File: src/common/hook_cfg.svh
//****************************************
// Hook geometry constants
// Anchor, radius, step counts and angles
//****************************************

`ifndef HOOK_CFG_SVH
`define HOOK_CFG_SVH

// Rope anchor on screen
`define HOOK_START_X     160
`define HOOK_START_Y     45

`define HOOK_RADIUS      20
`define HOOK_TRIG_SCALE  100   // Trig magnitudes are x100

`define HOOK_ROPE_STEPS  256   // Rope fraction in 1/256 units
`define HOOK_ARC_STEP    5     // Degrees per arc point
`define HOOK_ARC_STEPS   72

`define HOOK_TIP_OFFSET  20    // Added to degree for the tip direction
`define HOOK_GAP         40    // Mouth opening in degrees
`define HOOK_FULL_TURN   360

`endif

File: src/common/hook_pkg.sv
//****************************************
// Shared types for the hook renderer
// Draw states, screen coordinates,
// trig lookup result and step index
//****************************************

package hookPkg;

    // Drawing sequence
    typedef enum logic [2:0] {
        Idle  = 3'd0,
        Setup = 3'd1,
        Rope  = 3'd2,
        Arc   = 3'd3,
        Done  = 3'd4
    } drawState;

    typedef logic [8:0] xCoord;  // 0 to 319
    typedef logic [7:0] yCoord;  // 0 to 239

    // Magnitudes scaled by 100, signs kept apart
    typedef struct packed {
        logic [6:0] cosMag;
        logic [6:0] sinMag;
        logic       cosNeg;
        logic       sinNeg;
    } trigPair;

    typedef logic [7:0] stepCount;

endpackage

File: src/common/step_if.sv
//****************************************
// Step counter bus
// Clear/advance controls, count, end flags
//****************************************

interface stepBus import hookPkg::*; ();

    logic     clear;    // Zero the count on next edge
    logic     advance;  // Increment on next edge
    stepCount count;
    logic     ropeEnd;
    logic     arcEnd;

    // Sequencer side
    modport ctrl (output clear, output advance, input ropeEnd, input arcEnd);

    // Counter side
    modport cnt (input clear, input advance, output count, output ropeEnd, output arcEnd);

    // Point generators only need the index
    modport user (input count);

endinterface

File: src/hook/hook_draw_fsm.sv
//****************************************
// Draw sequencer FSM
// Idle, setup, rope, arc and done phases
//****************************************

module hookDrawFsm import hookPkg::*; (
    input  logic     clock,
    input  logic     resetn,
    input  logic     enable,
    stepBus.ctrl     step,
    output drawState state
);

    drawState nextState;

    // Next state decode
    always_comb begin
        nextState = state;
        case (state)
            Idle: begin
                if (enable) begin
                    nextState = Setup;
                end
            end
            Setup: begin
                nextState = Rope;
            end
            Rope: begin
                if (step.ropeEnd) begin
                    nextState = Arc;
                end
            end
            Arc: begin
                if (step.arcEnd) begin
                    nextState = Done;
                end
            end
            Done: begin
                nextState = Idle;
            end
            default: begin
                nextState = Idle;
            end
        endcase
    end

    always_ff @(posedge clock) begin
        if (!resetn) begin
            state <= Idle;
        end else begin
            state <= nextState;
        end
    end

    // Counter restarts before the rope and again before the arc
    assign step.clear = (state == Setup) || ((state == Rope) && step.ropeEnd);

    assign step.advance = (state == Rope) || (state == Arc);

endmodule

File: src/hook/step_counter.sv
//****************************************
// Shared step counter
// Rope and arc end detection
//****************************************

`include "hook_cfg.svh"

module stepCounter import hookPkg::*; (
    input  logic clock,
    input  logic resetn,
    stepBus.cnt  step
);

    stepCount index;

    always_ff @(posedge clock) begin
        if (!resetn) begin
            index <= '0;
        end else if (step.clear) begin
            index <= '0;  // Clear wins over advance
        end else if (step.advance) begin
            index <= index + stepCount'(1);
        end
    end

    assign step.count = index;

    // Last rope pixel and last arc point
    assign step.ropeEnd = (index == stepCount'(`HOOK_ROPE_STEPS - 1));
    assign step.arcEnd  = (index == stepCount'(`HOOK_ARC_STEPS - 1));

endmodule

File: src/hook/trig_table.sv
//****************************************
// Sine and cosine lookup
// Quadrant fold, magnitudes x100, signs
//****************************************

module trigTable import hookPkg::*; (
    input  logic [8:0] angle,
    output trigPair    trig
);

    // round(100 * sin(k)) for k = 0 to 90 degrees
    localparam logic [6:0] SinTab [0:90] = '{
        7'd0,   7'd2,   7'd3,   7'd5,   7'd7,   7'd9,   7'd10,  7'd12,  7'd14,  7'd16,
        7'd17,  7'd19,  7'd21,  7'd22,  7'd24,  7'd26,  7'd28,  7'd29,  7'd31,  7'd33,
        7'd34,  7'd36,  7'd37,  7'd39,  7'd41,  7'd42,  7'd44,  7'd45,  7'd47,  7'd48,
        7'd50,  7'd52,  7'd53,  7'd54,  7'd56,  7'd57,  7'd59,  7'd60,  7'd62,  7'd63,
        7'd64,  7'd66,  7'd67,  7'd68,  7'd69,  7'd71,  7'd72,  7'd73,  7'd74,  7'd75,
        7'd77,  7'd78,  7'd79,  7'd80,  7'd81,  7'd82,  7'd83,  7'd84,  7'd85,  7'd86,
        7'd87,  7'd87,  7'd88,  7'd89,  7'd90,  7'd91,  7'd91,  7'd92,  7'd93,  7'd93,
        7'd94,  7'd95,  7'd95,  7'd96,  7'd96,  7'd97,  7'd97,  7'd97,  7'd98,  7'd98,
        7'd98,  7'd99,  7'd99,  7'd99,  7'd99,  7'd100, 7'd100, 7'd100, 7'd100, 7'd100,
        7'd100
    };

    logic [6:0] foldAngle;
    logic [6:0] cosIdx;

    always_comb begin
        // Reduce to a first quadrant angle
        if (angle <= 9'd90) begin
            foldAngle   = 7'(angle);
            trig.cosNeg = 1'b0;
            trig.sinNeg = 1'b0;
        end else if (angle <= 9'd180) begin
            foldAngle   = 7'(9'd180 - angle);
            trig.cosNeg = 1'b1;
            trig.sinNeg = 1'b0;
        end else if (angle <= 9'd270) begin
            foldAngle   = 7'(angle - 9'd180);
            trig.cosNeg = 1'b1;
            trig.sinNeg = 1'b1;
        end else if (angle < 9'd360) begin
            foldAngle   = 7'(9'd360 - angle);
            trig.cosNeg = 1'b0;
            trig.sinNeg = 1'b1;
        end else begin
            foldAngle   = 7'd0;  // Out of range angles read as zero
            trig.cosNeg = 1'b0;
            trig.sinNeg = 1'b0;
        end

        cosIdx      = 7'd90 - foldAngle;  // cos(a) = sin(90 - a)
        trig.sinMag = SinTab[foldAngle];
        trig.cosMag = SinTab[cosIdx];
    end

endmodule

File: src/hook/arc_tracer.sv
//****************************************
// Arc point generator
// Angle from step index, point, gap mask
//****************************************

`include "hook_cfg.svh"

module arcTracer import hookPkg::*; (
    stepBus.user       step,
    input  logic [8:0] degree,
    input  xCoord      tipX,
    input  yCoord      tipY,
    input  trigPair    trig,
    output logic [8:0] arcAngle,
    output xCoord      arcX,
    output yCoord      arcY,
    output logic       drawMask
);

    logic [11:0] prodX;    // Radius times magnitude, at most 2000
    logic [11:0] prodY;
    logic [4:0]  offX;
    logic [4:0]  offY;
    logic [9:0]  gapEnd;   // Upper edge of the mouth

    // 0, 5, ... 355 degrees
    assign arcAngle = 9'(step.count) * 9'(`HOOK_ARC_STEP);

    // Offsets are floored magnitudes, the sign is applied afterwards
    assign prodX = 12'(`HOOK_RADIUS) * 12'(trig.cosMag);
    assign prodY = 12'(`HOOK_RADIUS) * 12'(trig.sinMag);
    assign offX  = 5'(prodX / 12'(`HOOK_TRIG_SCALE));
    assign offY  = 5'(prodY / 12'(`HOOK_TRIG_SCALE));

    assign arcX = trig.cosNeg ? tipX - xCoord'(offX) : tipX + xCoord'(offX);
    assign arcY = trig.sinNeg ? tipY - yCoord'(offY) : tipY + yCoord'(offY);

    // Skip points inside [degree, degree + gap]
    assign gapEnd   = 10'(degree) + 10'(`HOOK_GAP);
    assign drawMask = (arcAngle < degree) || (10'(arcAngle) > gapEnd);

endmodule

File: src/hook/point_plotter.sv
//****************************************
// Pixel output stage
// Tip latch, rope interpolation,
// registered coordinates and strobes
//****************************************

`include "hook_cfg.svh"

module pointPlotter import hookPkg::*; (
    input  logic       clock,
    input  logic       resetn,
    input  drawState   state,
    stepBus.user       step,
    input  logic [9:0] length,
    input  trigPair    tipTrig,
    input  xCoord      arcX,
    input  yCoord      arcY,
    input  logic       drawMask,
    output xCoord      tipX,
    output yCoord      tipY,
    output xCoord      outX,
    output yCoord      outY,
    output logic       writeEn,
    output logic       done
);

    localparam int FracBits = $clog2(`HOOK_ROPE_STEPS);

    logic [16:0]        reachX;     // length * magnitude
    logic [16:0]        reachY;
    logic [9:0]         tipOffX;
    logic [9:0]         tipOffY;
    xCoord              tipXNext;
    yCoord              tipYNext;
    logic signed [8:0]  ropeDx;
    logic signed [8:0]  ropeDy;
    logic signed [8:0]  ropeT;
    logic signed [17:0] ropeMulX;
    logic signed [17:0] ropeMulY;
    xCoord              ropeX;
    yCoord              ropeY;

    always_comb begin
        // Tip position from length and swing
        reachX   = 17'(length) * 17'(tipTrig.cosMag);
        reachY   = 17'(length) * 17'(tipTrig.sinMag);
        tipOffX  = 10'(reachX / 17'(`HOOK_TRIG_SCALE));
        tipOffY  = 10'(reachY / 17'(`HOOK_TRIG_SCALE));
        tipXNext = tipTrig.cosNeg ? xCoord'(`HOOK_START_X) - xCoord'(tipOffX)
                                  : xCoord'(`HOOK_START_X) + xCoord'(tipOffX);
        tipYNext = yCoord'(`HOOK_START_Y) + yCoord'(tipOffY);

        // Rope point, floor of the signed fraction
        ropeT    = signed'({1'b0, step.count});
        ropeDx   = signed'(tipX - xCoord'(`HOOK_START_X));
        ropeDy   = signed'({1'b0, tipY} - 9'(`HOOK_START_Y));
        ropeMulX = ropeDx * ropeT;
        ropeMulY = ropeDy * ropeT;
        ropeX    = xCoord'(`HOOK_START_X) + xCoord'(ropeMulX >>> FracBits);
        ropeY    = yCoord'(`HOOK_START_Y) + yCoord'(ropeMulY >>> FracBits);
    end

    always_ff @(posedge clock) begin
        if (state == Setup) begin
            tipX <= tipXNext;
            tipY <= tipYNext;
        end

        case (state)
            Rope: begin
                outX <= ropeX;
                outY <= ropeY;
            end
            Arc: begin
                outX <= arcX;
                outY <= arcY;
            end
            default: begin
                outX <= outX;  // Hold last pixel
                outY <= outY;
            end
        endcase
    end

    // Strobes
    always_ff @(posedge clock) begin
        if (!resetn) begin
            writeEn <= 1'b0;
            done    <= 1'b0;
        end else begin
            writeEn <= (state == Rope) || ((state == Arc) && drawMask);
            done    <= (state == Done);
        end
    end

endmodule

File: src/hook_renderer.sv
//****************************************
// Hook renderer top level
// Sequencer, counter, trig lookups,
// arc tracer and pixel output stage
//****************************************

`include "hook_cfg.svh"

module hookRenderer import hookPkg::*; (
    input  logic       clock,
    input  logic       resetn,
    input  logic       enable,
    input  logic [9:0] length,
    input  logic [8:0] degree,
    output logic [8:0] outX,
    output logic [7:0] outY,
    output logic       writeEn,
    output logic       done
);

    drawState   state;
    logic [9:0] tipSum;
    logic [8:0] tipAngle;
    logic [8:0] arcAngle;
    trigPair    tipTrig;
    trigPair    arcTrig;
    xCoord      tipX;
    yCoord      tipY;
    xCoord      arcX;
    yCoord      arcY;
    logic       drawMask;

    stepBus step ();

    // Tip direction, (degree + offset) mod 360
    assign tipSum   = 10'(degree) + 10'(`HOOK_TIP_OFFSET);
    assign tipAngle = (tipSum >= 10'(`HOOK_FULL_TURN)) ? 9'(tipSum - 10'(`HOOK_FULL_TURN))
                                                      : tipSum[8:0];

    hookDrawFsm i_fsm (
        .clock  (clock),
        .resetn (resetn),
        .enable (enable),
        .step   (step.ctrl),
        .state  (state)
    );

    stepCounter i_counter (
        .clock  (clock),
        .resetn (resetn),
        .step   (step.cnt)
    );

    trigTable i_tipTrig (
        .angle (tipAngle),
        .trig  (tipTrig)
    );

    trigTable i_arcTrig (
        .angle (arcAngle),
        .trig  (arcTrig)
    );

    arcTracer i_arc (
        .step     (step.user),
        .degree   (degree),
        .tipX     (tipX),
        .tipY     (tipY),
        .trig     (arcTrig),
        .arcAngle (arcAngle),
        .arcX     (arcX),
        .arcY     (arcY),
        .drawMask (drawMask)
    );

    pointPlotter i_plotter (
        .clock    (clock),
        .resetn   (resetn),
        .state    (state),
        .step     (step.user),
        .length   (length),
        .tipTrig  (tipTrig),
        .arcX     (arcX),
        .arcY     (arcY),
        .drawMask (drawMask),
        .tipX     (tipX),
        .tipY     (tipY),
        .outX     (outX),
        .outY     (outY),
        .writeEn  (writeEn),
        .done     (done)
    );

endmodule

File: config.mk
export PLATFORM = sky130hd
export DESIGN_NAME = hookRenderer
export DESIGN_NICKNAME = d
export VERILOG_FILES = /design/src/common/hook_pkg.sv /design/src/common/step_if.sv /design/src/hook/hook_draw_fsm.sv /design/src/hook/step_counter.sv /design/src/hook/trig_table.sv /design/src/hook/arc_tracer.sv /design/src/hook/point_plotter.sv /design/src/hook_renderer.sv
export VERILOG_INCLUDE_DIRS = /design/src /design/src/common
export SDC_FILE = /design/constraint.sdc
export NUM_CORES = 1
export LEC_CHECK = 0
export BUFFER_PORTS_ARGS = -buffer_cell sky130_fd_sc_hd__buf_2
export CORE_ASPECT_RATIO = 1.5
export CORE_MARGIN = 2
export CORE_UTILIZATION = 64
export DETAILED_ROUTE_END_ITERATION = 8
export HOLD_SLACK_MARGIN = 0.06
export MAX_ROUTING_LAYER = met4
export PLACE_DENSITY = 0.81
export SKIP_CTS_REPAIR_TIMING = 1
export SLEW_MARGIN = 20
export SYNTH_ARGS = -nofsm -noshare
export SYNTH_HDL_FRONTEND = slang
export SYNTH_HIERARCHICAL = 1
export SYNTH_SLANG_ARGS = --single-unit
File: constraint.sdc
create_clock -name clock -period 51.5 [get_ports clock]
set_clock_uncertainty 0.05 [all_clocks]
set_input_delay 5.15 -clock clock [delete_from_list [all_inputs] [get_ports clock]]
set_output_delay 5.15 -clock clock [all_outputs]
set_load 0.01 [all_outputs]
==> qor.yml <==
floorplanning:
  ios: 41
  start_util: 0.645
  dieArea_sq_um: 42000
  die_h_um: 250
  fp.dieW_um: 168
  core_sq_um: 40100
  rows: 90
clock_tree:
  cts_tree: "done"
  clkTransAtPathRegs_ns: 0.07
  cts_root_buf: "clkbuf_16"
  cts_buffers: 5
  insertion_delay_ns: 0.31
  clk_path_buf_depth: 2
  cts_htree_levels: 2
  clock_sinks: 47
timing:
  fmax_ghz: 0.0435
  rsz0062_at_grt: "no"
  max_slew_margin: 0.238
  setup-tns-final_ns: 0
  period_minus_slack_ns: 23.00
  hold_viol: 0
  setup_viol: 0
  hold_slack_ns: 0.504
  post-route-period-util: 0.447
  slew_viol_final: 0
  worstMarginPinSlew_ns: 1.13
setup_path:
  crit_type: "in -> reg"
  worstSetupStartpointType: "primary input"
  cp.required_ns: 51.51
  reg2reg_slack_ns: 37.09
  r2r_cells: 46
  worst_ep_arrival_time_ns: 23.01
  reg2reg_to: "i_plotter/outX[8]"
  reg2reg_from: "i_counter/step.count[5]"
  slowest_delay_ns: 0.86
  end_kind: "flop"
  crit_path_frequent_cell: "nand2_1"
  critPathLaunch: "degree[3]"
  slowest_stage: "a21oi_1"
  path_max_fanout: 15
worst_hold_path:
  hp-class: "reg -> reg"
  hold_path_end: "i_plotter/done"
  hold_depth: 1
  holdCritStartpoint: "i_fsm/state[2]"
routing:
  wl_per_cell_um: 18.5
  routed_wl_mm: 70.4
  vias: 25500
  via_per_inst: 6.71
  drt_iter0_drc: 2081
  drc: 1
  drtPass1Iterations: 9
  final_antenna_net_count: 0
global_route:
  grt-busiest-layer: "met2"
  grt_util_met1: 0.372
  use_met2: 0.628
  grt_use_met3: 0.0201
  overflow: 0
  grt_util_all_layers: 0.341
  antenna_found_initial: 0
  first_global_vias: 25400
  grt_pass1_wl_mm: 119
  grt_max_degree: 35
finish:
  synthToLayoutAreaGrowth_pct: 1.95
  diodes: 0
  drive_gt1_frac: 0.0728
  nNetsFinal: 3754
  fillers: 3418
  final_util: 0.657
outcome:
  status: "complete, but fails checks"
  failed_checks: "DRC"
synthesis:
  synth_warnings: 6
  synthesis.nets: 3839
  synthCells: 3379
  netlist_area_sq_um: 25800
  synth_area_per_cell_sq_um: 7.65
place:
  gp_congestion: 1.01
  dp_hpwl_mm: 55.4
  io_buffers: 40
job:
  drv_cap: 0
==> registers in the layout, indices dropped and copies added (netlist names) <==
| signal | flops |
|---|---|
| i_counter/step.count | 8 |
| i_fsm/state | 3 |
| i_plotter/done | 1 |
| i_plotter/outX | 9 |
| i_plotter/outY | 8 |
| i_plotter/tipX | 9 |
| i_plotter/tipY | 8 |
| i_plotter/writeEn | 1 |
==> through the flow <==
| step | setup WS [ns] | area (sq um) | instances |
|---|---|---|---|
| after detailed placement | 28.43 | 26200 | 3793 |
| after CTS | 28.64 | 26300 | 3801 |
| after global routing | 27.05 | 26300 | 3801 |
| final | 28.50 | 26300 | 3801 |
| after global placement | 29.12 | 26200 | 3793 |
| after floorplan | 31.24 | 25800 | 3379 |
==> area by class of cell <==
class | count | area [sq um] | share of cell area
clock buffers | 5 | 125 | 0.00475
clock inverters | 3 | 42.5 | 0.00161
repair buffers | 69 | 418 | 0.0159
flip-flops and latches | 47 | 1280 | 0.0486
well taps | 506 | 633 | 0.0240
multi-input cells | 2815 | 22500 | 0.854
inverters | 356 | 1340 | 0.0507
==> layout by cell type, fill, tap and decap left out, drive strengths merged, types with 15 or more instances in the layout <==
cell type and count:
nand2 303, inv 351, xnor2 107, a221oi 20, o31a 17, nand2b 35
a211o 26, a2111oi 15, and2 186, edfxtp 34, ha 244, nor2 229
nand3 76, o311ai 24, o21ai 199, o2111ai 16, nor4 21, a21o 54
and3 24, xor2 53, mux2i 35, a31oi 50, or3 18, nand4 27
o31ai 27, a311oi 17, a211oi 70, or2 26, o22ai 21, nor3 81
o21a 47, o21bai 17, nor2b 42, buf 69, o211ai 48, o221ai 22
fa 194, a21oi 189
==> worst max path at each step <==
stage | to | slack (ns)
floorplan | i_plotter/tipX[6] | 31.24
global placement | i_plotter/tipX[8] | 29.12
detailed placement | i_plotter/tipX[8] | 28.43
CTS | i_plotter/tipX[8] | 28.64
global route | i_plotter/tipX[8] | 27.05
finish | i_plotter/tipY[6] | 28.50
==> metal layers <==
| layer | part of all wire | vias up |
|---|---|---|
| li1 | - | 12000 |
| met5 | 0 | - |
| met2 | 0.53 | 1026 |
| met1 | 0.38 | 12200 |
| met4 | 0.049 | 0 |
| met3 | 0.044 | 263 |
==> critical path: cells and delay by family <==
kind            cells  cell delay (ns)
compound gates     25             8.18
xor+xnor            3             1.41
fa+ha+maj           8             3.55
buf+inv             5             0.90
mux                 2             0.86
simple gates       14             2.93
Power is left out: the tool's default activity adds up to more than one toggle a clock period on the data nets, which glitch-free logic cannot reach.
